### src/logic/cache_consts.svh
`ifndef CACHE_CONSTS_SVH
`define CACHE_CONSTS_SVH

`define CACHE_WORD_W        32
`define CACHE_NUM_BANKS     2
`define CACHE_BANKS_LEN     1
`define CACHE_NUM_WAYS      2
`define CACHE_WAYS_LEN      1
`define CACHE_NUM_SETS      8
`define CACHE_SETS_PER_BANK 4
`define CACHE_INDEX_LEN     3   // low bit picks the bank.
`define CACHE_BLOCK_SIZE    4
`define CACHE_BLOCK_OFF_LEN 2
`define CACHE_TAG_LEN       25
`define CACHE_UUID_W        4
`define CACHE_AGE_W         4   // saturating age counter.

`endif

### src/logic/cache_types_pkg.sv
`include "cache_consts.svh"

package cache_types_pkg;

    typedef logic [`CACHE_WORD_W-1:0] word_t;
    typedef logic [`CACHE_UUID_W-1:0] uuid_t;

    typedef struct packed {
        logic [`CACHE_TAG_LEN-1:0]       tag;
        logic [`CACHE_INDEX_LEN-1:0]     index;
        logic [`CACHE_BLOCK_OFF_LEN-1:0] block_offset;
        logic [1:0]                      byte_offset;
    } addr_fields_t;

    // one address word, seen flat on the RAM port and split for lookup.
    typedef union packed {
        logic [31:0]  raw;
        addr_fields_t fields;
    } addr_t;

    typedef struct packed {
        logic                                valid;
        logic                                dirty;
        logic [`CACHE_TAG_LEN-1:0]           tag;
        word_t [`CACHE_BLOCK_SIZE-1:0]       block;
    } cache_frame;

    typedef cache_frame [`CACHE_NUM_WAYS-1:0] cache_set;

    typedef struct packed {
        logic [`CACHE_NUM_WAYS-1:0][`CACHE_AGE_W-1:0] age;
        logic [`CACHE_WAYS_LEN-1:0]                   lru_way;
    } lru_frame;

    typedef struct packed {
        logic                          valid;
        uuid_t                         uuid;
        addr_t                         block_addr;
        logic [`CACHE_BLOCK_SIZE-1:0]  write_status;  // words already written by stores.
        word_t [`CACHE_BLOCK_SIZE-1:0] write_block;
    } mshr_reg;

    typedef enum logic [1:0] {START, BLOCK_PULL, VICTIM_EJECT, FINISH} bank_fsm_state;

endpackage

### src/logic/mshr_buffer.sv
`timescale 1ns/1ps
`include "cache_consts.svh"

module mshr_buffer #(
    parameter int bank_id = 0
) (
    input  logic                     CLK,
    input  logic                     nRST,
    input  logic                     instr_valid,
    input  cache_types_pkg::addr_t   instr_addr,
    input  logic                     rw_mode,
    input  cache_types_pkg::word_t   store_value,
    input  cache_types_pkg::uuid_t   instr_uuid,
    input  logic                     scheduler_hit,
    input  logic                     cache_bank_busy,
    input  logic                     uuid_ready,
    output logic                     bank_instr_valid,
    output cache_types_pkg::mshr_reg mshr_entry,
    output logic                     stall
);

    cache_types_pkg::mshr_reg entry_q;
    logic                     miss, same_block, merge;

    assign bank_instr_valid = instr_valid && (instr_addr.fields.index[`CACHE_BANKS_LEN-1:0] ==
                                              bank_id[`CACHE_BANKS_LEN-1:0]);
    assign miss       = bank_instr_valid && !scheduler_hit;
    assign same_block = (instr_addr.fields.tag == entry_q.block_addr.fields.tag) &&
                        (instr_addr.fields.index == entry_q.block_addr.fields.index);
    // a store to the block still being pulled is folded into the entry.
    assign merge      = miss && entry_q.valid && rw_mode && same_block && cache_bank_busy;
    assign stall      = miss && entry_q.valid && !merge;
    assign mshr_entry = entry_q;

    always_ff @(posedge CLK or negedge nRST) begin
        if (!nRST) begin
            entry_q <= '0;
        end else if (uuid_ready) begin
            entry_q.valid <= 1'b0;
        end else if (miss && !entry_q.valid) begin
            entry_q.valid <= 1'b1;
            entry_q.uuid <= instr_uuid;
            entry_q.block_addr <= instr_addr;
            entry_q.block_addr.fields.block_offset <= '0;
            entry_q.block_addr.fields.byte_offset <= '0;
            entry_q.write_status <= '0;
            if (rw_mode) begin
                entry_q.write_status[instr_addr.fields.block_offset] <= 1'b1;
                entry_q.write_block[instr_addr.fields.block_offset] <= store_value;
            end
        end else if (merge) begin
            entry_q.write_status[instr_addr.fields.block_offset] <= 1'b1;
            entry_q.write_block[instr_addr.fields.block_offset] <= store_value;
        end
    end

endmodule

### config.mk
export PLATFORM = sky130hd
export DESIGN_NAME = mshr_buffer
export DESIGN_NICKNAME = d
export VERILOG_FILES = /design/src/logic/cache_types_pkg.sv /design/src/logic/mshr_buffer.sv
export VERILOG_INCLUDE_DIRS = /design/src /design/src/logic
export SDC_FILE = /design/constraint.sdc
export NUM_CORES = 1
export LEC_CHECK = 0
export BUFFER_PORTS_ARGS = -buffer_cell sky130_fd_sc_hd__buf_4
export CAP_MARGIN = 5
export CORE_MARGIN = 3
export CORE_UTILIZATION = 30
export DETAILED_ROUTE_END_ITERATION = 10
export GPL_ROUTABILITY_DRIVEN = 0
export PLACE_DENSITY = 0.51
export SETUP_SLACK_MARGIN = 0.1
export SYNTH_ARGS = -nofsm -noshare
export SYNTH_HDL_FRONTEND = slang
export SYNTH_SLANG_ARGS = --single-unit
### constraint.sdc
create_clock -name CLK -period 3.4 [get_ports CLK]
set_input_delay 0.17 -clock CLK [delete_from_list [all_inputs] [get_ports CLK]]
set_output_delay 0.17 -clock CLK [all_outputs]
set_load 0.005 [all_outputs]
Yosys cells after proc, flatten, opt, wreduce, memory -nomap -nowiden

Cells that the tools add are included.
W data, S select, Z words.

Bits in registers: 165
Output and inout bits: 171
Logic and storage cells: 44

$lt $le $gt $ge: 2
Eq/ne operators: 3
Muxes and demuxes: 10
Bitwise operators: 3
Reductions and logical operators: 18

Operators with widths:

| cell                 | count |
|---|---|
| $mux W132            | 3 |
| $bwmux W128          | 1 |
| $demux W32 S2        | 1 |
| $mux W37             | 1 |
| $mux W32             | 1 |
| $eq A25 B25 Y1       | 1 |
| $logic_and A1 B1 Y1  | 10 |
| $or A4 B4 Y4         | 1 |
| $reduce_and A2 Y1    | 2 |
| $reduce_bool A2 Y1   | 2 |
| $eq A3 B3 Y1         | 1 |
| $logic_not A1 Y1     | 3 |
| $lt A2 B3 Y1 const B | 1 |
| $reduce_and A3 Y1    | 1 |
| $demux W1 S2         | 1 |
| $ge A2 B1 Y1 const B | 1 |
| $mux W1              | 2 |
| $ne A2 B2 Y1 const B | 1 |
| $not A1 Y1           | 2 |

Depth between registers and ports, before layout

Depth after elaboration: 9
Mapped depth: 7
Mapped depth without buffers: 6

Worst setup path after synthesis

OpenSTA, ideal clock, no wires.

Path kind: reg-to-reg
From: register entry_q, in the netlist mshr_entry[143]
To: register entry_q, in the netlist mshr_entry[10]
Arrival time: 2.104 ns
Data required time: 3.275 ns
Slack: 1.171 ns
Cell stages (with the launch flop): 8
Buffers on the path: 1
Clock period less this slack: 2.229 ns
Path through: dfrtp_1 > xnor2_1 > o221ai_1 > or4b_1 > nor4_4 > o21ai_2 > buf_6 > mux2_2

Word-level cells in the longest chain between the ends: 6

RTL lines:

| item                              | line              | text |
|---|---|---|
| start, declared                   | mshr_buffer.sv:22 | `cache_types_pkg::mshr_reg entry_q;` |
| $eq A25 B25 Y1                    | mshr_buffer.sv:28 | `assign same_block = (instr_addr.fields.tag == entry_q.block_addr.fields.tag) &&` |
| $logic_and A1 B1 Y1               | mshr_buffer.sv:28 |  |
| $logic_and A1 B1 Y1 (2 in series) | mshr_buffer.sv:31 | `assign merge = miss && entry_q.valid && rw_mode && same_block && cache_bank_busy;` |
| $reduce_bool A2 Y1 (no line)      | --                |  |
| $reduce_and A3 Y1 (no line)       | --                |  |

Every way passes these cells.
A chain may end at the register's enable or synchronous reset.

Worst setup path in the final report

From: register entry_q, in the netlist mshr_entry[143]
To: register entry_q, in the netlist mshr_entry[118]

Same word-level chain as after synthesis.

==> out/metrics.csv <==
stage;metric;value;unit
critical_path;rrSetupSlack;600;ps
hold_path;hold_start;store_value[1];
logic_synthesis;synth_xor_area_share;3.05;%
power_and_ir_drop;p_total;5520;uW
cts;clock_path_buffers;2;
critical_path;crit_path_end_kind;register;
detailed_routing;detail_route.vias_per_cell;4.46;
status;status;complete, no violations;
placement;place_inst;925;
timing;fin_ws;597;ps
placement;pre_cts_ws;509;ps
critical_path;cp.arrival;3110;ps
die;core;21300;um2
timing;finalHoldViolations;0;
grt;grt_first_pass_wirelength;27.3;mm
logic_synthesis;syn-cell-area;6600;um2
final_layout;antenna_cells;0;
logic_synthesis;synth_cell_types;30;
die;dieHeight;154;um
detailed_routing;drt-pass1-iter-count;4;
cts;postCtsSetupRepairBufs;0;
logic_synthesis;synth_top_family_by_area;multiplexers;
timing;min_period;2800;ps
logic_synthesis;synth_area_per_cell;15.7;um2
logic_synthesis;synth.ff_latch_count;165;
timing;fmax;357;MHz
timing;final-setup-viol-count;0;
placement;hpwlAfterDp;12.2;mm
logic_synthesis;synthAdderAreaFrac;0;%
logic_synthesis;syn_inst;421;
critical_path;path_max_fanout;22;
final_layout;finalNonFillerCells;1019;
grt;antenna_found_initial;0;
hold_path;hold_path.class;primary input to register;
hold_path;hold_depth;2;
timing;clock-skew-final;11.3;ps
die;die-width;154;um
final_layout;largest_register_ffs;165;
cts;clock_sinks;165;
timing;min_period_over_period;82.5;%
hold_path;min_delay_worst_endpoint;mshr_entry[97];
critical_path;path_class;register to register;
critical_path;reg2reg_to;mshr_entry[118];
logic_synthesis;synth_compound_area_share;1.54;%
detailed_routing;dr_total_vias;4546;
critical_path;crit_path_start_kind;register;
grt;grt_pass1_vias;4965;
detailed_routing;route.detailed.drc;0;
cts;cts_buffers;17;
logic_synthesis;yosys_warnings;0;
logic_synthesis;synthSimpleGateAreaFrac;3.20;%
final_layout;nNetsFinal;806;
timing;rsz0062_at_grt;no;
timing;final_max_slew_viol_count;0;
grt;gr-total-overflow;0;
cts;cts_tree;done;
timing;tightest_slew;805;ps
cts;cts.clk_slew.worst_paths;70;ps
detailed_routing;wl_per_cell;17.1;um
cts;insertion_delay;420;ps
grt;track_usage;14.6;%
flow_run;drv_cap;0;
detailed_routing;drt_iter0_markers;101;
timing;hold_ws;28.6;ps
final_layout;fillerInstances;1904;
cts;root_buffer;clkbuf_16;
power_and_ir_drop;p_per_area;554;nW/um2
detailed_routing;wl;17.5;mm
placement;port_buffers;239;
cts;cts.htree.levels;4;
timing;slew_headroom;46.3;%
detailed_routing;ant_nets;0;
die;start_util;31.0;%
critical_path;reg2regPathDepth;7;
grt;grt_max_degree;87;
die;rows;53;
die;dieArea;23800;um2
logic_synthesis;yosysSeqAreaShare;62.6;%
power_and_ir_drop;p_leak;0.00510;uW
die;num_io_pins;246;
critical_path;cp.required;3700;ps
final_layout;area_growth;51.1;%
power_and_ir_drop;ir_drop;308;uV
final_layout;drive_gt1_share;59.1;%
cts;cts.repair.resized;0;
timing;setup_tns;0;ps
logic_synthesis;synthMuxAreaShare;26.8;%
critical_path;r2r_start;mshr_entry[143];
power breakdown:
group / internal, uW / switching, uW
sequential: 2250 / 186
clock: 1210 / 815
combinational: 692 / 373
cell usage after synthesis (all sizes together):
| master | n | area share, % |
|---|---|---|
| xor2 | 17 | 2.3 |
| a211oi | 1 | 0.11 |
| nand3 | 1 | 0.076 |
| nor2b | 6 | 0.57 |
| nand2b | 2 | 0.19 |
| nor4 | 6 | 0.80 |
| buf | 17 | 2.3 |
| nand4 | 1 | 0.095 |
| dfrtp | 165 | 63 |
| nor2 | 4 | 0.23 |
| o211ai | 1 | 0.32 |
| or3 | 1 | 0.095 |
| conb | 1 | 0.057 |
| o221ai | 2 | 0.27 |
| o21ai | 5 | 0.55 |
| clkbuf | 3 | 0.17 |
| xnor2 | 6 | 0.80 |
| nand2 | 13 | 0.74 |
| and2 | 1 | 0.095 |
| or4b | 1 | 0.15 |
| mux2 | 157 | 27 |
| a21oi | 2 | 0.15 |
| nand4bb | 1 | 0.17 |
| inv | 6 | 0.34 |
| a2111oi | 1 | 0.13 |
through the flow:
stage	area [um2]	util, %
final	9970	46.8
after global routing	9970	46.8
after detailed placement	8730	41.0
after global placement	8730	41.0
after CTS	9970	46.8
after floorplan	6610	-
final cells by class:
type	count	area (um2)	share of cell area (%)
Sequential cell	165	4130	41.4
Tap cell	275	344	3.45
Clock buffer	19	453	4.54
Timing Repair Buffer	308	2530	25.4
Multi-Input combinational cell	233	2320	23.3
Clock inverter	13	169	1.69
Inverter	6	22.5	0.226
what timing repair did:
action | CTS | global route
setup endpoints to repair | 0 | 0
hold buffers | 62 | 0
hold endpoints to repair | 230 | 0
layout by cell type (no fill, tap or decap), drive strengths merged, types with 5 or more instances in the layout:
| cell type | Yosys | routed |
|---|---|---|
| dlygate4sd3 | 0 | 62 |
| xnor2 | 6 | 6 |
| buf | 17 | 246 |
| inv | 6 | 11 |
| xor2 | 17 | 17 |
| nor2b | 6 | 6 |
| mux2 | 157 | 157 |
| dfrtp | 165 | 165 |
| o21ai | 5 | 5 |
| clkbuf | 3 | 19 |
| nor4 | 6 | 6 |
| nand2 | 13 | 13 |
critical path, cell delays in order, from the launching register on:
cell      delay (ps)
dfrtp_1          410
xnor2_1          190
o221ai_1         170
or4b_1           550
nor4_4           490
o211ai_4         310
buf_12           280
mux2_2           280
logic make-up after synthesis:
family | after synthesis
mux | 157
flops | 165
buf+inv | 26
other cells | 1
xor+xnor | 23
simple gates | 37
compound gates | 12
worst max-delay path by stage:
stage / startpoint / to / cells after the start / slack, ps
finish: mshr_entry[143] / mshr_entry[118] / 7 / 600
global route: mshr_entry[143] / mshr_entry[125] / 7 / 400
CTS: mshr_entry[161] / mshr_entry[124] / 7 / 500
detailed placement: mshr_entry[161] / mshr_entry[124] / 7 / 510
global placement: mshr_entry[161] / mshr_entry[125] / 7 / 560
floorplan: mshr_entry[143] / mshr_entry[10] / 7 / 1170
per-layer routing:
metal  global-route usage [%]  share of wire [%]  vias up
met1                     17.4                 41     2266
li1                         -                  -     2099
met4                     5.76                2.4        0
met2                     24.0                 48      154
met3                     5.62                8.5       27
met5                        0                  0        -
(Power assumes the default switching activity.)
