### src/logic/cache_consts.svh
`ifndef CACHE_CONSTS_SVH
`define CACHE_CONSTS_SVH

`define CACHE_WORD_W        32
`define CACHE_NUM_BANKS     2
`define CACHE_BANKS_LEN     1
`define CACHE_NUM_WAYS      2
`define CACHE_WAYS_LEN      1
`define CACHE_NUM_SETS      8
`define CACHE_SETS_PER_BANK 4
`define CACHE_INDEX_LEN     3   // low bit picks the bank.
`define CACHE_BLOCK_SIZE    4
`define CACHE_BLOCK_OFF_LEN 2
`define CACHE_TAG_LEN       25
`define CACHE_UUID_W        4
`define CACHE_AGE_W         4   // saturating age counter.

`endif

### src/logic/cache_types_pkg.sv
`include "cache_consts.svh"

package cache_types_pkg;

    typedef logic [`CACHE_WORD_W-1:0] word_t;
    typedef logic [`CACHE_UUID_W-1:0] uuid_t;

    typedef struct packed {
        logic [`CACHE_TAG_LEN-1:0]       tag;
        logic [`CACHE_INDEX_LEN-1:0]     index;
        logic [`CACHE_BLOCK_OFF_LEN-1:0] block_offset;
        logic [1:0]                      byte_offset;
    } addr_fields_t;

    // one address word, seen flat on the RAM port and split for lookup.
    typedef union packed {
        logic [31:0]  raw;
        addr_fields_t fields;
    } addr_t;

    typedef struct packed {
        logic                                valid;
        logic                                dirty;
        logic [`CACHE_TAG_LEN-1:0]           tag;
        word_t [`CACHE_BLOCK_SIZE-1:0]       block;
    } cache_frame;

    typedef cache_frame [`CACHE_NUM_WAYS-1:0] cache_set;

    typedef struct packed {
        logic [`CACHE_NUM_WAYS-1:0][`CACHE_AGE_W-1:0] age;
        logic [`CACHE_WAYS_LEN-1:0]                   lru_way;
    } lru_frame;

    typedef struct packed {
        logic                          valid;
        uuid_t                         uuid;
        addr_t                         block_addr;
        logic [`CACHE_BLOCK_SIZE-1:0]  write_status;  // words already written by stores.
        word_t [`CACHE_BLOCK_SIZE-1:0] write_block;
    } mshr_reg;

    typedef enum logic [1:0] {START, BLOCK_PULL, VICTIM_EJECT, FINISH} bank_fsm_state;

endpackage

### src/logic/cache_bank.sv
`timescale 1ns/1ps
`include "cache_consts.svh"

module cache_bank (
    input  logic                    CLK,
    input  logic                    nRST,
    input  logic                    bank_instr_valid,
    input  cache_types_pkg::addr_t  instr_addr,
    input  logic                    rw_mode,
    input  cache_types_pkg::word_t  store_value,
    input  cache_types_pkg::mshr_reg mshr_entry,
    input  cache_types_pkg::word_t  ram_mem_data,
    input  logic                    ram_mem_complete,
    output logic                    cache_bank_busy,
    output logic                    scheduler_hit,
    output cache_types_pkg::word_t  scheduler_data_out,
    output logic                    ram_mem_ren,
    output logic                    ram_mem_wen,
    output cache_types_pkg::addr_t  ram_mem_addr,
    output cache_types_pkg::word_t  ram_mem_store,
    output cache_types_pkg::uuid_t  scheduler_uuid_out,
    output logic                    scheduler_uuid_ready
);

    cache_types_pkg::cache_set [`CACHE_SETS_PER_BANK-1:0] bank_q;
    cache_types_pkg::lru_frame [`CACHE_SETS_PER_BANK-1:0] lru_q, next_lru;
    cache_types_pkg::cache_frame                          victim_q;
    cache_types_pkg::word_t [`CACHE_BLOCK_SIZE-1:0]       pull_q;
    cache_types_pkg::bank_fsm_state                       curr_state, next_state;

    logic [`CACHE_BLOCK_OFF_LEN-1:0]            count_q;
    logic [`CACHE_WAYS_LEN-1:0]                 hit_way, victim_way_q, lru_way;
    logic [`CACHE_INDEX_LEN-`CACHE_BANKS_LEN-1:0] set_index, miss_set;
    logic                                       fill_start, count_en, last_beat;

    function automatic cache_types_pkg::lru_frame lru_touch(
        input cache_types_pkg::lru_frame f,
        input logic [`CACHE_WAYS_LEN-1:0] way
    );
        cache_types_pkg::lru_frame r;
        logic [`CACHE_AGE_W-1:0]   oldest;
        r = f;
        oldest = '0;
        r.lru_way = '0;
        for (int j = 0; j < `CACHE_NUM_WAYS; j++) begin
            if (j == way) r.age[j] = '0;
            else if (f.age[j] != '1) r.age[j] = f.age[j] + 1'b1;
            if (r.age[j] > oldest) begin  // strict compare keeps the lower way on a tie.
                oldest = r.age[j];
                r.lru_way = j[`CACHE_WAYS_LEN-1:0];
            end
        end
        return r;
    endfunction

    assign set_index  = instr_addr.fields.index[`CACHE_INDEX_LEN-1:`CACHE_BANKS_LEN];
    assign miss_set   = mshr_entry.block_addr.fields.index[`CACHE_INDEX_LEN-1:`CACHE_BANKS_LEN];
    assign lru_way    = lru_q[miss_set].lru_way;
    assign fill_start = (curr_state == cache_types_pkg::START) && mshr_entry.valid;
    assign count_en   = ram_mem_complete && ((curr_state == cache_types_pkg::BLOCK_PULL) ||
                                             (curr_state == cache_types_pkg::VICTIM_EJECT));
    assign last_beat  = count_en && (count_q == `CACHE_BLOCK_OFF_LEN'(`CACHE_BLOCK_SIZE - 1));

    // --------------------
    // lookup
    // --------------------
    always_comb begin
        scheduler_hit = 1'b0;
        hit_way = '0;
        scheduler_data_out = '0;
        for (int i = 0; i < `CACHE_NUM_WAYS; i++) begin
            // the way being evicted this cycle must not take a hit.
            if (bank_instr_valid && bank_q[set_index][i].valid &&
                    (bank_q[set_index][i].tag == instr_addr.fields.tag) &&
                    !(fill_start && (set_index == miss_set) && (i == lru_way))) begin
                scheduler_hit = 1'b1;
                hit_way = i[`CACHE_WAYS_LEN-1:0];
                scheduler_data_out = bank_q[set_index][i].block[instr_addr.fields.block_offset];
            end
        end
    end

    always_comb begin
        next_lru = lru_q;
        if (scheduler_hit) next_lru[set_index] = lru_touch(next_lru[set_index], hit_way);
        if (curr_state == cache_types_pkg::FINISH) begin
            next_lru[miss_set] = lru_touch(next_lru[miss_set], victim_way_q);
        end
    end

    // --------------------
    // fill and eject
    // --------------------
    always_comb begin
        next_state = curr_state;
        case (curr_state)
            cache_types_pkg::START:
                if (mshr_entry.valid) next_state = cache_types_pkg::BLOCK_PULL;
            cache_types_pkg::BLOCK_PULL:
                if (last_beat) begin
                    next_state = (victim_q.valid && victim_q.dirty) ?
                                 cache_types_pkg::VICTIM_EJECT : cache_types_pkg::FINISH;
                end
            cache_types_pkg::VICTIM_EJECT:
                if (last_beat) next_state = cache_types_pkg::FINISH;
            default: next_state = cache_types_pkg::START;
        endcase
    end

    always_comb begin
        ram_mem_addr = '0;
        ram_mem_addr.fields.tag = (curr_state == cache_types_pkg::VICTIM_EJECT) ?
                                  victim_q.tag : mshr_entry.block_addr.fields.tag;
        ram_mem_addr.fields.index = mshr_entry.block_addr.fields.index;  // victim shares the set.
        ram_mem_addr.fields.block_offset = count_q;
    end

    assign ram_mem_ren          = (curr_state == cache_types_pkg::BLOCK_PULL);
    assign ram_mem_wen          = (curr_state == cache_types_pkg::VICTIM_EJECT);
    assign ram_mem_store        = ram_mem_wen ? victim_q.block[count_q] : '0;
    assign cache_bank_busy      = fill_start || (curr_state == cache_types_pkg::BLOCK_PULL);
    assign scheduler_uuid_ready = (curr_state == cache_types_pkg::FINISH);
    assign scheduler_uuid_out   = scheduler_uuid_ready ? mshr_entry.uuid : '0;

    always_ff @(posedge CLK or negedge nRST) begin
        if (!nRST) begin
            curr_state <= cache_types_pkg::START;
            count_q <= '0;
            bank_q <= '0;
            lru_q <= '0;
            victim_way_q <= '0;
        end else begin
            curr_state <= next_state;
            lru_q <= next_lru;
            if (count_en) count_q <= count_q + 1'b1;  // wraps to zero after the last beat.
            if (scheduler_hit && rw_mode) begin
                bank_q[set_index][hit_way].block[instr_addr.fields.block_offset] <= store_value;
                bank_q[set_index][hit_way].dirty <= 1'b1;
            end
            if (fill_start) begin
                victim_way_q <= lru_way;
                bank_q[miss_set][lru_way].valid <= 1'b0;
            end
            if (curr_state == cache_types_pkg::FINISH) begin
                bank_q[miss_set][victim_way_q].valid <= 1'b1;
                bank_q[miss_set][victim_way_q].dirty <= |mshr_entry.write_status;
                bank_q[miss_set][victim_way_q].tag <= mshr_entry.block_addr.fields.tag;
                for (int w = 0; w < `CACHE_BLOCK_SIZE; w++) begin
                    // merged store words override what came back from RAM.
                    bank_q[miss_set][victim_way_q].block[w] <= mshr_entry.write_status[w] ?
                        mshr_entry.write_block[w] : pull_q[w];
                end
            end
        end
    end

    always_ff @(posedge CLK) begin
        if (fill_start) victim_q <= bank_q[miss_set][lru_way];
        if ((curr_state == cache_types_pkg::BLOCK_PULL) && ram_mem_complete) begin
            pull_q[count_q] <= ram_mem_data;
        end
    end

endmodule

### config.mk
export PLATFORM = sky130hd
export DESIGN_NAME = cache_bank
export DESIGN_NICKNAME = d
export VERILOG_FILES = /design/src/logic/cache_types_pkg.sv /design/src/logic/cache_bank.sv
export VERILOG_INCLUDE_DIRS = /design/src /design/src/logic
export SDC_FILE = /design/constraint.sdc
export NUM_CORES = 2
export LEC_CHECK = 0
export BUFFER_PORTS_ARGS = -buffer_cell sky130_fd_sc_hd__buf_2
export CAP_MARGIN = 20
export CORE_ASPECT_RATIO = 0.9
export CORE_MARGIN = 2
export CORE_UTILIZATION = 45
export DETAILED_ROUTE_END_ITERATION = 10
export SLEW_MARGIN = 40
export SYNTH_ARGS = -nofsm -noshare
export SYNTH_HDL_FRONTEND = slang
export SYNTH_SLANG_ARGS = --single-unit
### constraint.sdc
create_clock -name CLK -period 13.2 [get_ports CLK]
set_clock_uncertainty 0.15 [all_clocks]
set_input_delay 2.64 -clock CLK [delete_from_list [all_inputs] [get_ports CLK]]
set_output_delay 2.64 -clock CLK [all_outputs]
set_load 0.01 [all_outputs]
# Word level (Yosys, flattened, before mapping)
# Index checks and enable logic that the tools add are counted.
[word_totals]
word_cells = 270
in_bits = 270
reg_bits = 1564
[op_classes]
order_cmp = 18
muxes = 121
eq_ne = 14
addsub = 5
n_bitwise = 1
n_reduce_logical = 29
[ops]
columns = ["op", "n"]
rows = [
  ["1240-bit bitwise mux", 10],
  ["310-bit demux with 2-bit select", 10],
  ["1240-bit two-way mux", 3],
  ["310-bit two-way mux", 12],
  ["155-bit demux with 1-bit select", 10],
  ["310-bit binary-select mux with 2-bit select", 2],
  ["155-bit two-way mux", 4],
  ["32-bit two-way mux", 13],
  ["154-bit two-way mux", 2],
  ["128-bit two-way mux", 2],
  ["32-bit binary-select mux with 2-bit select", 3],
  ["153-bit two-way mux", 1],
  ["128-bit bitwise mux", 1],
  ["32-bit demux with 2-bit select", 2],
  ["96-bit two-way mux", 1],
  ["36-bit bitwise mux", 2],
  ["36-bit two-way mux", 2],
  ["4-bit two-way mux", 17],
  ["64-bit two-way mux", 1],
  ["9-bit binary-select mux with 2-bit select", 3],
  ["25-bit == test", 2],
  ["9-bit demux with 2-bit select", 2],
  ["9-bit two-way mux", 4],
  ["25-bit two-way mux", 1],
  ["other kinds (24)", 78],
]

# Longest topological paths before layout
[logic_depth]
word_depth = 31
mapped_depth = 26
mapped_depth_nobuf = 22

# Worst setup path after synthesis
# Ideal clock, no wire load.
[synth_timing]
path_kind = "input-to-output"
startpoint = "in mshr_entry[168] (netlist bit)"
endpoint = "out scheduler_data_out[22]"
path_slack_ns = 1.614
path_stages = 10
n_path_buf = 4
arrival_time_ns = 8.796
cell_sequence = "and2_1 -> clkbuf_1 -> nand3_1 -> o21ai_0 -> nor4_1 -> and3_1 -> buf_2 -> clkbuf_1 -> clkbuf_1 -> o21ai_0"
[synth_via]
elab_chain_cells = 7
word_cells_on_any_way = 10
classes_between = "mux (2); reduce/logical (8)"
[synth_lines]
columns = ["element", "line_no", "text"]
rows = [
  ["start, declared", "cache_bank.sv:11", "input cache_types_pkg::mshr_reg mshr_entry,"],
  ["1-bit logical AND *", "cache_bank.sv:59", "assign fill_start = (curr_state == cache_types_pkg::START) && mshr_entry.valid;"],
  ["named net fill_start", "cache_bank.sv:34", "logic fill_start, count_en, last_beat;"],
  ["1-bit logical AND *", "cache_bank.sv:75", "!(fill_start && (set_index == miss_set) && (i == lru_way))) begin"],
  ["1-bit logical AND", "cache_bank.sv:75", ""],
  ["1-bit logical NOT", "cache_bank.sv:75", ""],
  ["1-bit logical AND", "cache_bank.sv:74", "(bank_q[set_index][i].tag == instr_addr.fields.tag) &&"],
  ["32-bit two-way mux", "cache_bank.sv:73", "if (bank_instr_valid && bank_q[set_index][i].valid &&"],
  ["32-bit two-way mux *", "cache_bank.sv:73", ""],
  ["end, declared", "cache_bank.sv:16", "output cache_types_pkg::word_t scheduler_data_out,"],
]
# The timed path passes the listed nets; every way through them passes the cells marked *.

# Worst setup path after layout
[layout_timing]
startpoint = "in instr_addr[5] (netlist bit)"
endpoint = "out scheduler_data_out[0]"
[layout_via]
elab_chain_cells = 7
word_cells_on_any_way = 22
classes_between = "eq/ne (3); mux (8); reduce/logical (11)"
[layout_lines]
columns = ["element", "line_no", "text"]
rows = [
  ["start, declared", "cache_bank.sv:8", "input cache_types_pkg::addr_t instr_addr,"],
  ["310-bit binary-select mux with 2-bit select / 2-bit == test (equally long branches)", "n/a", ""],
  ["310-bit two-way mux (implied by the code) / 1-bit logical AND (equally long branches)", "cache_bank.sv:78, cache_bank.sv:75", ""],
  ["25-bit == test (tied with other cells)", "cache_bank.sv:74", ""],
  ["1-bit logical AND / 1-bit logical NOT (equally long branches)", "cache_bank.sv:73, cache_bank.sv:75", ""],
  ["1-bit logical AND", "cache_bank.sv:74", ""],
  ["32-bit two-way mux", "cache_bank.sv:73", ""],
  ["32-bit two-way mux *", "cache_bank.sv:73", ""],
]
# Mark *: on every way between the ends. The rest lies on a longest branch, timed or not. The select of a mux whose other input is x is not followed.

==> out/qor.txt <==
Cell variety after synth: 82
Hold Vio Cnt, Final: 0
Hold EP: bank_q[1218]
via count: 70000
Post-DP HPWL: 210000 µm
synth top area cells: dfrtp_1 (36%), mux4_2 (18%), edfxtp_1 (9.5%)
cts bufs inserted: 176
WHS Path Cells: 2
CTS Sinks: 1564
Post-CTS Setup Inserts: 0
commonest non-fill, non-tap cell in the layout: nand2_1
full die area: 0.202 mm²
reg-to-reg setup timing slack: 7.10 ns
Slew Limit Fails: 0
remaining global-route overflow: 0
initial antenna violation count: 23
Hold-fix buffers, CTS: 0
Area Growth Syn to Fin: 12.0%
Leak Pwr: 39.4 nW
gp weighted congestion: 0.903
WP data required: 10.41 ns
Worst setup SP type: input port
number of flops mapped to enable cells by yosys: 283
CP Capture Type: output port
FF-to-FF Start: lru_q[27]
final net count: 8224
clock root cell: clkbuf_16
Mean Syn Cell Area: 11.2 µm²
Design Power: 20.2 mW
post-synth top area share: 0.359
most frequent cells in the layout: nand2_1 (1305), dfrtp_1 (1279), o21ai_0 (709)
slew margin rel.: 0.345
VDD IR max: 0.155 mV
critical hold path startpoint: bank_q[1218]
1st-pass router iterations: 6
async set-reset flop share out of synthesis: 0.819
largest area contributor in the netlist: dfrtp_1
setup violators final: 0
maxcap violations: 0
RSZ-0062 raised after global routing: no
Tcrit/Tclk final: 0.780
Core Footprint: 0.198 mm²
worst-skew pair later-pin latency: 0.85 ns
placed cell area: 0.0938 mm²
power per cell area: 202 mW/mm²
largest net degree at the start of global routing: 155
measured slew at the worst slew-check pin: 0.983 ns
Ys Warns: 0
area of the mapped netlist: 0.0893 mm²
Seq/Total Area, Yosys: 0.454
# H-tree levels: 4
cell count after synthesis: 7978
worst hold-check path type: register to register
CTS tree: built
Reg clk slew, reported paths: 0.06 ns
WS Path Type: input port to output port
Die Wd: 474 µm
critical path fanouts, max: 71
vias per inst: 6.54
Vert. Die Dim: 427 µm
clock buffer depth: 3
CTS resizes: 0
Design Area, Final: 0.100 mm²
Yosys reg bits: 1564
WP data arrival: 7.50 ns
post-route DRC violation count: 0
first-pass GRT wire length: 494000 µm
min Tclk post-route: 10.29 ns
Buffers on Ports: 363
Initial Util: 0.452
post-route setup TNS: 0 ns
top_reg_cell synth: dfrtp_1
Total GRT Usage: 0.337
r2r endpoint: lru_q[0]
I/O Pins: 375
Routed Antenna Nets: 0
row cnt: 155
Wirelength per Cell: 32.0 µm
Fmax: 97.2 MHz
drt total wl: 342000 µm
share of cells above drive strength 1: 0.254
vias in the first global route: 68300
initial drt markers: 8841
worst r2r path cells: 19
status: complete, no violations
-- metrics by stage --
step / utilization / instances / setup WS [ns] / hold slack [ns]
finish: 0.506 / 10700 / 2.91 / 0.342
global route: 0.506 / 10700 / 2.65 / 0.372
CTS: 0.504 / 10700 / 3.00 / 0.347
detailed placement: 0.474 / 10300 / 3.01 / 0.333
global placement: 0.470 / 10300 / 2.34 / 0.329
floorplan: - / 7979 / 1.61 / 0.308
-- worst max path at each step --
stage                             endpoint  cells past startpoint             from
floorplan           scheduler_data_out[22]                     10  mshr_entry[168]
global placement    scheduler_data_out[30]                     12    instr_addr[6]
detailed placement   scheduler_data_out[4]                     12    instr_addr[5]
CTS                  scheduler_data_out[4]                     12    instr_addr[5]
global route         scheduler_data_out[4]                     12    instr_addr[5]
finish               scheduler_data_out[0]                     11    instr_addr[5]
-- critical path, stage by stage --
cell	delay [ns]
buf_8	0.47
buf_4	0.74
mux4_2	0.61
xnor2_1	0.37
nand3_1	0.14
nor4_1	0.47
and3_4	0.60
buf_12	0.29
buf_4	0.36
o21ai_0	0.40
buf_2	0.28
-- registers in the layout (all words and copies together), names as in the netlist --
name          count
pull_q          128
victim_way_q      1
lru_q            36
count_q           2
bank_q         1240
curr_state        2
victim_q        155
-- synthesized netlist by cell type, types with 18 or more instances --
library cell  number
nand2_1         1327
dfrtp_1         1281
o21ai_0          722
mux4_2           707
mux2i_1          689
nor2_1           641
clkbuf_1         579
a21oi_1          488
mux2_2           446
edfxtp_1         283
a31oi_1          146
buf_1            112
a211oi_1          58
and2_1            50
buf_4             45
nand3_1           40
xnor2_1           39
and3_1            31
buf_2             27
inv_1             23
ha_1              18
nor3_1            18
-- layout make-up --
class                      count  area [µm²]
tap                         2590        3240
multi-input combinational   5618       45900
timing repair buffer         550        4260
fill                       17300       97800
sequential                  1564       40600
inverter                      26        97.6
antenna                       17        42.5
clock buffer                 266        5130
clock inverter                63         738
-- logic make-up after synthesis --
| logic type | Yosys count | share of synthesized area |
|---|---|---|
| and+or+nand+nor | 2193 | 0.0985 |
| muxes | 1842 | 0.312 |
| DFF | 1564 | 0.454 |
| AOI/OAI and AO/OA | 1515 | 0.0920 |
| buffers and inverters | 797 | 0.0366 |
| xor gates and xnor gates | 48 | 0.00479 |
| adders and majority gates | 18 | 0.00252 |
| other | 1 | 0.0000420 |
-- per-layer routing --
| metal | track usage | routed length [µm] |
|---|---|---|
| met3 | 0.0921 | 39000 |
| met1 | 0.460 | 135000 |
| met2 | 0.497 | 149000 |
| met5 | 0 | 46 |
| met4 | 0.164 | 18400 |
-- report_power, final --
| part | switching, mW | total [mW] | internal, mW |
|---|---|---|---|
| Combinational | 3.15 | 6.63 | 3.48 |
| Clock | 2.15 | 5.09 | 2.94 |
| Sequential | 1.42 | 8.44 | 7.02 |
(Power assumes the default switching activity.)
