**src/logic/cache_consts.svh**
```systemverilog
`ifndef CACHE_CONSTS_SVH
`define CACHE_CONSTS_SVH

`define CACHE_WORD_W        32
`define CACHE_NUM_BANKS     2
`define CACHE_BANKS_LEN     1
`define CACHE_NUM_WAYS      2
`define CACHE_WAYS_LEN      1
`define CACHE_NUM_SETS      8
`define CACHE_SETS_PER_BANK 4
`define CACHE_INDEX_LEN     3   // low bit picks the bank.
`define CACHE_BLOCK_SIZE    4
`define CACHE_BLOCK_OFF_LEN 2
`define CACHE_TAG_LEN       25
`define CACHE_UUID_W        4
`define CACHE_AGE_W         4   // saturating age counter.

`endif

```
**src/logic/cache_types_pkg.sv**
```systemverilog
`include "cache_consts.svh"

package cache_types_pkg;

    typedef logic [`CACHE_WORD_W-1:0] word_t;
    typedef logic [`CACHE_UUID_W-1:0] uuid_t;

    typedef struct packed {
        logic [`CACHE_TAG_LEN-1:0]       tag;
        logic [`CACHE_INDEX_LEN-1:0]     index;
        logic [`CACHE_BLOCK_OFF_LEN-1:0] block_offset;
        logic [1:0]                      byte_offset;
    } addr_fields_t;

    // one address word, seen flat on the RAM port and split for lookup.
    typedef union packed {
        logic [31:0]  raw;
        addr_fields_t fields;
    } addr_t;

    typedef struct packed {
        logic                                valid;
        logic                                dirty;
        logic [`CACHE_TAG_LEN-1:0]           tag;
        word_t [`CACHE_BLOCK_SIZE-1:0]       block;
    } cache_frame;

    typedef cache_frame [`CACHE_NUM_WAYS-1:0] cache_set;

    typedef struct packed {
        logic [`CACHE_NUM_WAYS-1:0][`CACHE_AGE_W-1:0] age;
        logic [`CACHE_WAYS_LEN-1:0]                   lru_way;
    } lru_frame;

    typedef struct packed {
        logic                          valid;
        uuid_t                         uuid;
        addr_t                         block_addr;
        logic [`CACHE_BLOCK_SIZE-1:0]  write_status;  // words already written by stores.
        word_t [`CACHE_BLOCK_SIZE-1:0] write_block;
    } mshr_reg;

    typedef enum logic [1:0] {START, BLOCK_PULL, VICTIM_EJECT, FINISH} bank_fsm_state;

endpackage

```
**src/logic/bank_port_arbiter.sv**
```systemverilog
`timescale 1ns/1ps
`include "cache_consts.svh"

module bank_port_arbiter (
    input  logic                                          CLK,
    input  logic                                          nRST,
    input  logic [`CACHE_NUM_BANKS-1:0]                   bank_ren,
    input  logic [`CACHE_NUM_BANKS-1:0]                   bank_wen,
    input  cache_types_pkg::addr_t [`CACHE_NUM_BANKS-1:0] bank_addr,
    input  cache_types_pkg::word_t [`CACHE_NUM_BANKS-1:0] bank_store,
    input  cache_types_pkg::uuid_t [`CACHE_NUM_BANKS-1:0] bank_uuid,
    input  logic [`CACHE_NUM_BANKS-1:0]                   bank_uuid_ready,
    input  logic [`CACHE_NUM_BANKS-1:0]                   bank_hit,
    input  cache_types_pkg::word_t [`CACHE_NUM_BANKS-1:0] bank_data,
    input  logic [`CACHE_NUM_BANKS-1:0]                   bank_stall,
    input  logic                                          ram_complete,
    input  cache_types_pkg::word_t                        ram_data,
    output logic [`CACHE_NUM_BANKS-1:0]                   bank_complete,
    output cache_types_pkg::word_t [`CACHE_NUM_BANKS-1:0] bank_ram_data,
    output logic                                          ram_ren,
    output logic                                          ram_wen,
    output cache_types_pkg::addr_t                        ram_addr,
    output cache_types_pkg::word_t                        ram_store,
    output logic                                          hit,
    output cache_types_pkg::word_t                        load_data,
    output logic                                          stall,
    output cache_types_pkg::uuid_t                        uuid_out,
    output logic                                          uuid_ready
);

    logic [`CACHE_BANKS_LEN-1:0] grant_q, next_grant;
    logic [`CACHE_NUM_BANKS-1:0] bank_req;

    assign bank_req = bank_ren | bank_wen;

    // round robin, only while the owner has let go of the port.
    always_comb begin
        next_grant = grant_q;
        if (!bank_req[grant_q]) begin
            for (int i = `CACHE_NUM_BANKS - 1; i >= 1; i--) begin
                if (bank_req[grant_q + i[`CACHE_BANKS_LEN-1:0]]) begin
                    next_grant = grant_q + i[`CACHE_BANKS_LEN-1:0];
                end
            end
        end
    end

    always_ff @(posedge CLK or negedge nRST) begin
        if (!nRST) grant_q <= '0;
        else grant_q <= next_grant;
    end

    assign ram_ren   = bank_ren[grant_q];
    assign ram_wen   = bank_wen[grant_q];
    assign ram_addr  = bank_addr[grant_q];
    assign ram_store = bank_store[grant_q];

    always_comb begin
        bank_complete = '0;
        bank_ram_data = '0;
        bank_complete[grant_q] = ram_complete;
        bank_ram_data[grant_q] = ram_data;
    end

    // bank outputs are zero unless selected, so an OR merges them.
    always_comb begin
        load_data = '0;
        uuid_out = '0;
        for (int b = 0; b < `CACHE_NUM_BANKS; b++) begin
            load_data = load_data | bank_data[b];
            uuid_out = uuid_out | bank_uuid[b];
        end
    end

    assign hit        = |bank_hit;
    assign stall      = |bank_stall;
    assign uuid_ready = |bank_uuid_ready;

endmodule

```
**config.mk**
```make
export PLATFORM = sky130hd
export DESIGN_NAME = bank_port_arbiter
export DESIGN_NICKNAME = d
export VERILOG_FILES = /design/src/logic/cache_types_pkg.sv /design/src/logic/bank_port_arbiter.sv
export VERILOG_INCLUDE_DIRS = /design/src /design/src/logic
export SDC_FILE = /design/constraint.sdc
export NUM_CORES = 1
export LEC_CHECK = 0
export BUFFER_PORTS_ARGS = -buffer_cell sky130_fd_sc_hd__buf_2
export CORE_AREA = 4 4 158 160
export DETAILED_ROUTE_END_ITERATION = 6
export DIE_AREA = 0 0 162 164
export PLACE_DENSITY_LB_ADDON = 0.12
export SLEW_MARGIN = 10
export SYNTH_ARGS = -nofsm -noshare
export SYNTH_HDL_FRONTEND = slang
export SYNTH_SLANG_ARGS = --single-unit
```
**constraint.sdc**
```tcl
create_clock -name CLK -period 1.84 [get_ports CLK]
set_clock_uncertainty 0.1 [all_clocks]
set_input_delay 0.184 -clock CLK [delete_from_list [all_inputs] [get_ports CLK]]
set_output_delay 0.184 -clock CLK [all_outputs]
set_load 0.05 [all_outputs]
```
* Yosys cells after proc, flatten, opt, wreduce, memory -nomap -nowiden
Index checks and enable logic that the tools add are counted.
Word-level totals: register bits 1, logic and storage cells 32, output and inout bits 171, bits of input ports 245
Operators by class: mux-type cells 16, bitwise gates (word level) 6, reduce and logical (&&, ||, !) cells 5, magnitude comparators 3, add/sub/neg operators 1
Operators by type and width (count):
- $mux W32 | 5
- $and A64 B64 Y64 | 1
- $demux W32 S1 | 1
- $or A32 B32 Y32 | 1
- $mux W1 | 9
- $reduce_or A2 Y1 | 3
- $lt A1 B2 Y1 const B | 2
- $or A4 B4 Y4 | 1
- $and A2 B2 Y2 | 1
- $or A2 B2 Y2 | 1
- $reduce_and A2 Y1 | 1
- $add A1 B1 Y1 const B | 1
- $demux W1 S1 | 1
- $ge A1 B1 Y1 const B | 1
- $logic_and A1 B1 Y1 | 1
- $not A1 Y1 | 1

* Logic depth before layout (Yosys ltp)
Gate-level depths: netlist (run 1).
depth in word-level cells 5, gate-level depth with buffers 4, mapped depth without buffers 2

* Worst setup path after synthesis (run 1)
OpenSTA, ideal clock, no wires.
path kind reg2out, start register grant_q, end output bank_ram_data[10] (netlist bit), stages on the path, launching flop included 5, required time 1.556 ns, slack 0.095 ns, arrival 1.461 ns, path buffers 3, cells stage by stage dfrtp_1 > buf_6 > buf_6 > buf_2 > nor2b_1
RTL lines:
- from (decl) | line bank_port_arbiter.sv:31 | logic [`CACHE_BANKS_LEN-1:0] grant_q, next_grant;
- from (signal assigned) | line bank_port_arbiter.sv:50 | else grant_q <= next_grant;
- to (decl) | line bank_port_arbiter.sv:19 | output cache_types_pkg::word_t [`CACHE_NUM_BANKS-1:0] bank_ram_data,

* Final worst setup path (run 1)
start register grant_q, end output ram_store[22]
Between the ends: cells in the longest elaborated chain, start to end 2
Ends and longest elaborated chain:
- $mux W32 (implied by the code) (2 in a row) | line bank_port_arbiter.sv:56 | assign ram_store = bank_store[grant_q];
- to (decl) | line bank_port_arbiter.sv:23 | output cache_types_pkg::word_t ram_store,
Every way passes these cells. The select of a mux whose other input is x is not followed.

==> results of run 1 <==
==> cell type report <==
class / instances / share of cell area [%]
Timing Repair Buffer: 421 / 54.1
Multi-Input combinational cell: 174 / 35.4
Tap cell: 319 / 9.85
Sequential cell: 1 / 0.710
==> timing repair <==
action,4_1_cts,5_1_grt
gates resized for setup,0,0
endpoints found under the setup margin,0,0
hold buffers,1,0
endpoints found under the hold margin,1,0
==> report_power, final <==
group / leakage (nW) / internal, mW / switching [mW]
combinational: 2.24 / 0.741 / 1.70
clock: 0 / 0 / 0
sequential: 0.0108 / 0.0275 / 0.0120
total: 2.25 / 0.768 / 1.71
==> Yosys cell counts <==
master / number
nor2b_1: 33
buf_2: 12
dfrtp_1: 1
nor2_1: 1
and2_1: 33
or2_2: 40
mux2_4: 3
mux2_2: 63
buf_6: 3
maj3_2: 1
==> cells by family after synthesis <==
family / Yosys count
muxes: 66
DFF: 1
adders and majority gates: 1
and+or+nand+nor: 107
buffers and inverters: 15
==> critical path, delay by kind of cell, from the launching register on <==
kind | cells | cell delay, ns
flops | 1 | 0.49
buf+inv | 2 | 0.45
mux | 1 | 0.37
==> path summary, 6_finish.rpt <==
path | startpoint | end | slack (ns) | depth (start not counted)
max | grant_q | ram_store[22] | 0.20 | 3
min | nRST | grant_q | 0.42 | 2
max reg2reg | grant_q | grant_q | 0.55 | 2
min reg2reg | grant_q | grant_q | 0.88 | 2
max in group asynchronous | nRST | grant_q | 1.11 | 2
min in group CLK | bank_ren[1] | grant_q | 0.46 | 3
==> metal layers <==
metal / global-route usage [%] / vias to the layer above
met5: 0 / -
met4: 0 / 0
met3: 1.66 / 0
met2: 15.9 / 210
met1: 6.46 / 1230
li1: - / 1439
==> key figures, run 1 <==
Floorplanning
  – Die H: 164 µm
  – Num ports: 416
  – Core area: 23400 µm²
  – Row Count: 56
  – Die ar.: 26600 µm²
  – Die X: 162 µm
  – Initial core utilization: 6.63%

Yosys
  – Yosys top cell by area: mux2_2
  – Area share of fa/ha/maj cells after synthesis: 0.726%
  – Post-Synthesis Net Count: 435
  – Cell variety after synth: 10
  – Yosys top cell area share: 45.7%
  – Sequential fraction of the synthesis area: 1.61%
  – Post-synthesis mux area share: 48.6%
  – Seq cells post-synth: 1
  – Synth Instances: 190
  – Synth Area in XOR/XNOR: 0%
  – Synth area leaders: mux2_2, or2_2, and2_1
  – Mapped cell area: 1550 µm²
  – Synthesis Warnings: 0
  – Syn avg cell area: 8.17 µm²
  – Synth Area in Compound Gates: 0%
  – Largest family of logic cells by synthesized area: multiplexers
  – Synth Area in Simple Gates: 43.0%

Route
  – WL met2: 6660 µm
  – Vias per cell: 3.15
  – Initial DRC Count: 36
  – Drt drc: 0
  – Highest routed layer: met3
  – WL/cell: 12.5 µm
  – WL final: 11400 µm
  – Routed met3 length: 1300 µm
  – DR pass1 iterations: 2
  – Vias: 2879
  – Detail Route Antenna Nets: 0
  – M1 WL: 3480 µm

Setup path
  – CP Cell Sequence: buf_12 > mux2_2 > buf_2
  – Max stage delay cell, worst path: dfrtp_4
  – CP Capture Type: output port
  – WS Path Type: reg -> out
  – Max FO, Critical Path: 42
  – CP Data Arrival Time: 1.35 ns
  – CP Launch Type: flop
  – Worst path max stage delay: 0.49 ns
  – WP data required: 1.56 ns

Finish
  – Area Growth Syn to Fin: 161%
  – Most frequent cells in the layout: buf_2, mux2_2, or2_2
  – Fill count: 2747
  – Largest Register: grant_q
  – Top flop regs: grant_q x1
  – Layout Nets: 843
  – Seq. cell area: 28.8 µm²
  – Share of cells above drive strength 1: 88.6%
  – Antenna diodes: 0
  – Final design area excluding fillers: 4050 µm²
  – Largest register FFs: 1
  – Commonest non-fill, non-tap cell in the layout: buf_2
  – Fin cells: 915
  – Fin util: 17.3%
  – Combined area of the multi-input logic cells: 1430 µm²

Global route
  – Grt ovf: 0
  – Antenna violations before repair: 0
  – GRT Total Usage: 7.01%
  – Pin count of the biggest net entering global routing: 43
  – Vias in the first global route: 2841
  – First-pass GRT wire length: 15100 µm

STA
  – Worst Tran Pin Value: 0.291 ns
  – Final worst slack: 0.204 ns
  – Period utilisation layout: 88.9%
  – RSZ-0062 raised after global routing: no
  – Final Max Tran Viols: 0
  – Max frequency: 611 MHz
  – Worst rel slew slack: 80.8%
  – Min Hold Slack: 0.422 ns
  – Setup TNS: 0 ns
  – Number of setup violations in the final report: 0
  – Minimum clock period: 1.64 ns
  – Final Hold Vio Count: 0

Place
  – IO Port Bufs: 415
  – GPL Wtd Cong: 0.740
  – DP Wirelength: 10600 µm
  – Pre-CTS setup slack: 0.201 ns
  – Post-Place Cells: 914
  – Placed inst area: 4040 µm²

Pwr
  – Leakage power: 2.25 nW
  – Pwr dens: 611 nW/µm²
  – Worst vdd ir: 0.221 mV
  – Total power: 2.48 mW

Worst hold path
  – Worst min-delay path class: in -> async

Run
  – Maxcap violations: 0

Clock tree
  – Clk Latency, worst-skew pair: 0 ns
  – CTS clk-pin slew, worst paths: 0 ns
  – Post-CTS Setup Repair Bufs: 0

Outcome
  – Outcome: complete, no violations
Power figures use the tool's default switching activity.
==> run 2, diff against run 1 <==
--- a/config.mk
+++ b/config.mk
@@ -10,6 +10,7 @@
 export CORE_AREA = 4 4 158 160
 export DETAILED_ROUTE_END_ITERATION = 6
 export DIE_AREA = 0 0 162 164
+export MAX_ROUTING_LAYER = met4
 export PLACE_DENSITY_LB_ADDON = 0.12
 export SLEW_MARGIN = 10
 export SYNTH_ARGS = -nofsm -noshare
==> constraint.sdc (replaced) <==
create_clock -name CLK -period 2.1 [get_ports CLK]
set_clock_uncertainty 0.1 [all_clocks]
set_input_delay 0.21 -clock CLK [delete_from_list [all_inputs] [get_ports CLK]]
set_output_delay 0.21 -clock CLK [all_outputs]
set_load 0.05 [all_outputs]
==> run 2 against run 1 <==
Power fell by 13%. Sequential share of layout area about the same. Critical path depth is the same. Critical path type unchanged. First-iteration DRC count shrank 8.3%. Worst setup slack better by 0.19 ns. Final area down 0.49%.
==> key figures, run 2 (synthesis results as in run 1) <==
Clock tree
  – Clk Latency, worst-skew pair: 0 ns (unchanged)
  – # resized after CTS: 0 (unchanged)
  – CTS clk-pin slew, worst paths: 0 ns (unchanged)

Run
  – Maxcap violations: 0 (unchanged)

Place
  – IO Port Bufs: 415 (unchanged)
  – DP Wirelength: 10900 µm (+2.4%)
  – GPL Wtd Cong: 0.750 (+1.3%)
  – Pre-CTS setup slack: 0.370 ns (+0.170 ns)

Setup path
  – CP Launch Type: flop
  – CP Cell Sequence: buf_12 > mux2_2 > buf_2
  – CP Capture Type: output port
  – WP data required: 1.79 ns (+0.23 ns)
  – Worst path max stage delay: 0.55 ns (+0.06 ns)
  – WS Path Type: reg -> out
  – Max FO, Critical Path: 35 (-17%)
  – Max stage delay cell, worst path: dfrtp_4
  – CP Data Arrival Time: 1.40 ns (+0.05 ns)
  – Buf/Inv on CP: 2 (unchanged)
  – CP delay by family, top: flip-flops

Finish
  – Share of cells above drive strength 1: 88.6% (about the same)
  – Seq. cell area: 28.8 µm² (unchanged)
  – Commonest non-fill, non-tap cell in the layout: buf_2
  – Area Growth Syn to Fin: 160%
  – Combined area of the multi-input logic cells: 1430 µm² (unchanged)
  – Top flop regs: grant_q x1
  – Largest register FFs: 1 (unchanged)
  – Most frequent cells in the layout: buf_2, mux2_2, or2_2
  – Largest Register: grant_q
  – Antenna diodes: 0 (unchanged)
  – Layout Nets: 846 (+0.36%)
  – Fill count: 2769 (+0.80%)

Floorplanning
  – Die ar.: 26600 µm² (unchanged)
  – Row Count: 56 (unchanged)
  – Num ports: 416 (unchanged)
  – Die H: 164 µm (unchanged)
  – Core area: 23400 µm² (unchanged)
  – Initial core utilization: 6.63% (unchanged)
  – Die X: 162 µm (unchanged)

STA
  – Number of setup violations in the final report: 0 (unchanged)
  – Max frequency: 585 MHz
  – Minimum clock period: 1.71 ns
  – Worst rel slew slack: 79.5% (-1.3 points)
  – Final Hold Vio Count: 0 (unchanged)
  – Setup TNS: 0 ns (unchanged)
  – Worst Tran Pin Value: 0.310 ns (+0.0198 ns)
  – Period utilisation layout: 81.4%
  – Final Max Tran Viols: 0 (unchanged)
  – Final worst slack: 0.391 ns (+0.187 ns)
  – RSZ-0062 raised after global routing: no

Global route
  – Vias in the first global route: 2925 (+3.0%)
  – GRT Total Usage: 7.43% (+0.42 points)
  – Grt ovf: 0 (unchanged)
  – First-pass GRT wire length: 15400 µm (+2.1%)
  – Pin count of the biggest net entering global routing: 36 (-16%)
  – Antenna violations before repair: 0 (unchanged)

Route
  – Initial DRC Count: 33 (-8.3%)
  – WL final: 11700 µm (+2.1%)
  – DR pass1 iterations: 2 (unchanged)
  – Vias: 2881 (+0.069%)
  – Drt drc: 0 (unchanged)
  – Detail Route Antenna Nets: 0 (unchanged)
  – Vias per cell: 3.14 (-0.26%)
  – WL/cell: 12.7 µm (+1.7%)

Pwr
  – Leakage power: 2.25 nW (about the same)
  – Worst vdd ir: 0.221 mV (about the same)
  – Pwr dens: 537 nW/µm² (-12%)

Outcome
  – Outcome: complete, no violations

Worst hold path
  – Worst min-delay path class: in -> async
==> run 2: changes by cell type in the layout (fill, tap and decap cells not counted), sizes merged <==
cell  before  now
buf      420  423
==> run 2: report_power, final <==
part	internal, mW	total [mW]	switching [mW]
combinational	0.641	2.12	1.48
sequential	0.0240	0.0412	0.0173
clock	0	0	0
total	0.665	2.16	1.50
==> run 2: final cells by class <==
| class | instances | area share (%) |
|---|---|---|
| Sequential cell | 1 | 0.714 |
| Multi-Input combinational cell | 174 | 35.5 |
| Timing Repair Buffer | 424 | 53.9 |
| Tap cell | 319 | 9.90 |
==> run 2: layer usage <==
layer  global-route usage [%]  part of all wire [%]
met1                     6.62                    31
met2                     16.7                    59
met3                     1.23                   9.8
met4                    0.231                  0.45
met5                        -                     0
==> run 2: what timing repair did <==
action | 4_1_cts | 5_1_grt
endpoints found under the hold margin | 1 | 0
buffers inserted | 0 | 0
hold buffers | 1 | 0
==> run 2: worst paths after layout <==
path                        startpoint            end  slack (ns)  cells after the start
max in group asynchronous         nRST        grant_q        1.36                      2
setup reg to reg               grant_q        grant_q        0.97                      1
min in group CLK           bank_ren[1]        grant_q        0.48                      3
hold / removal                    nRST        grant_q        0.44                      2
hold reg to reg                grant_q        grant_q        0.72                      1
setup / recovery               grant_q  ram_store[22]        0.39                      3
==> run 2: stage by stage <==
step	cell area, µm²	power, mW	hold WS, ns	utilization (%)	cells
after detailed placement	4020	2.18	-0.108	17.2	917
final	4030	2.16	0.441	17.2	918
after floorplan	1550	1.59	-0.186	-	190
after global routing	4030	2.27	0.470	17.2	918
after global placement	4020	2.21	-0.108	17.2	917
after CTS	4030	2.19	0.446	17.2	918
==> run 3, diff against run 2 <==
--- a/config.mk
+++ b/config.mk
@@ -7,9 +7,9 @@
 export NUM_CORES = 1
 export LEC_CHECK = 0
 export BUFFER_PORTS_ARGS = -buffer_cell sky130_fd_sc_hd__buf_2
-export CORE_AREA = 4 4 158 160
+export CORE_AREA = 4 4 159 161
 export DETAILED_ROUTE_END_ITERATION = 6
-export DIE_AREA = 0 0 162 164
+export DIE_AREA = 0 0 163 165
 export MAX_ROUTING_LAYER = met4
 export PLACE_DENSITY_LB_ADDON = 0.12
 export SLEW_MARGIN = 10
==> constraint.sdc (replaced) <==
create_clock -name CLK -period 1.5 [get_ports CLK]
set_clock_uncertainty 0.1 [all_clocks]
set_input_delay 0.15 -clock CLK [delete_from_list [all_inputs] [get_ports CLK]]
set_output_delay 0.15 -clock CLK [all_outputs]
set_load 0.05 [all_outputs]
==> run 3 against run 2 <==
Core utilization grew 1.6 points. Cell count grew 0.76%. Largest cell class unchanged. Final area grew 12%. The run now ends with negative setup slack left. First-iteration DRC count grew 12%. Worst setup slack lost 0.41 ns. Sequential share of layout area shrank 0.077 points. Via count grew 2.0%. Hold slack lost 0.065 ns. Critical path type unchanged. Combinational power grew 56%. Register-to-register slack lost 0.93 ns. Power grew 55%. Wire length shrank 4.3%.
==> key figures, run 3 (synthesis results as in run 1) <==
Route
  – Detail Route Antenna Nets: 0 (unchanged)
  – Vias: 2939 (+2.0%)
  – WL final: 11200 µm (-4.3%)
  – Drt drc: 0 (unchanged)
  – WL/cell: 12.1 µm (-5.0%)
  – Initial DRC Count: 37 (+12%)
  – DR pass1 iterations: 4 (+2)
  – Vias per cell: 3.18 (+1.2%)

Finish
  – Area Growth Syn to Fin: 192%
  – Fin cells: 925 (+0.76%)
  – Top flop regs: grant_q x1
  – Share of cells above drive strength 1: 90.3% (+1.7 points)
  – Combined area of the multi-input logic cells: 1460 µm² (+1.7%)
  – Antenna diodes: 0 (unchanged)
  – Seq. cell area: 28.8 µm² (unchanged)
  – Fill count: 2733 (-1.3%)
  – Largest Register: grant_q
  – Largest register FFs: 1 (unchanged)
  – Commonest non-fill, non-tap cell in the layout: buf_2
  – Most frequent cells in the layout: buf_2, mux2_2, buf_6
  – Layout Nets: 848 (+0.24%)
  – Final design area excluding fillers: 4520 µm² (+12%)

Floorplanning
  – Core area: 24000 µm² (+2.4%)
  – Num ports: 416 (unchanged)
  – Die X: 163 µm (+0.62%)
  – Die ar.: 26900 µm² (+1.2%)
  – Die H: 165 µm (+0.61%)
  – Initial core utilization: 6.47% (-0.16 points)
  – Row Count: 57 (+1.8%)

Pwr
  – Leakage power: 2.40 nW (+6.5%)
  – Worst vdd ir: 0.257 mV (+17%)
  – Total power: 3.36 mW (+55%)
  – Pwr dens: 742 nW/µm² (+38%)

Setup path
  – Flop-to-flop setup slack: 0.04 ns (-0.93 ns)
  – CP Launch Type: flop
  – CP Cell Sequence: buf_16 > mux2_2 > buf_6
  – Max FO, Critical Path: 45 (+29%)
  – Worst path max stage delay: 0.45 ns (-0.10 ns)
  – WS Path Type: reg -> out
  – WP data required: 1.25 ns (-0.54 ns)
  – Max stage delay cell, worst path: dfrtp_4
  – CP Data Arrival Time: 1.26 ns (-0.14 ns)
  – CP Capture Type: output port

STA
  – Final Max Tran Viols: 0 (unchanged)
  – RSZ-0062 raised after global routing: yes
  – Final Hold Vio Count: 0 (unchanged)
  – Worst rel slew slack: 81.6% (+2.2 points)
  – Final worst slack: -0.0147 ns (-0.406 ns)
  – Setup TNS: -0.0937 ns (-0.0937 ns)
  – Worst Tran Pin Value: 0.278 ns (-0.0328 ns)
  – Max frequency: 660 MHz
  – Minimum clock period: 1.51 ns
  – Number of setup violations in the final report: 14 (+14)
  – Period utilisation layout: 101%

Place
  – Post-Place Cells: 924 (+0.76%)
  – Placed inst area: 4090 µm² (+1.6%)
  – Pre-CTS setup slack: -0.0548 ns (-0.425 ns)
  – GPL Wtd Cong: 0.757 (+0.99%)
  – IO Port Bufs: 415 (unchanged)
  – DP Wirelength: 10100 µm (-6.9%)

Clock tree
  – Clk Latency, worst-skew pair: 0 ns (unchanged)
  – CTS clk-pin slew, worst paths: 0 ns (unchanged)
  – Post-CTS Setup Repair Bufs: 0 (unchanged)

Global route
  – Grt ovf: 0 (unchanged)
  – Vias in the first global route: 2849 (-2.6%)
  – Antenna violations before repair: 0 (unchanged)
  – First-pass GRT wire length: 14500 µm (-5.8%)
  – GRT Total Usage: 6.78% (-0.65 points)
  – Pin count of the biggest net entering global routing: 46 (+28%)

Run
  – Maxcap violations: 0 (unchanged)

Outcome
  – Failing checks: negative setup slack
  – Outcome: finished, violations left

Worst hold path
  – Worst min-delay path class: in -> async
[run 3: through the flow]
stage          util, %  hold WS (ns)
2_1_floorplan        -        -0.246
3_3_place_gp      17.1        -0.171
3_5_place_dp      17.1        -0.175
4_1_cts           18.3         0.395
5_1_grt           18.9         0.413
6_report          18.9         0.375
[run 3: worst paths after layout]
kind,startpoint,to,cells after the start
max,grant_q,ram_addr[20],3
max reg2reg,grant_q,grant_q,3
min in group CLK,bank_ren[1],grant_q,3
min reg2reg,grant_q,grant_q,3
min,nRST,grant_q,2
max in group asynchronous,nRST,grant_q,2
[run 3: what timing repair did]
item	in CTS	in global routing
pin swaps	0	1
resized for setup	92	68
setup endpoints to repair	41	98
hold buffers	1	0
endpoints found under the hold margin	1	0
[run 3: report_power, final]
part,switching [mW],internal (mW)
Clock,0,0
Combinational,2.13,1.18
Sequential,0.00953,0.0336
[run 3: layer usage]
metal | share of wire, % | track usage [%] | vias to the layer above
met2 | 57 | 14.2 | 216
met4 | 0.26 | 0.305 | 0
li1 | - | - | 1448
met3 | 8.6 | 0.774 | 6
met1 | 34 | 7.04 | 1269
met5 | 0 | - | -
[run 3: area by class of cell]
type	instances	area share (%)
multi-input combinational	174	32.2
timing repair buffer	426	58.2
sequential	1	0.636
tap	324	8.96
[run 3: worst max-delay path: cells and delay by family (launching register included)]
kind                   cells  cell delay, ns
DFF                        1            0.45
buffers and inverters      2            0.38
muxes                      1            0.38
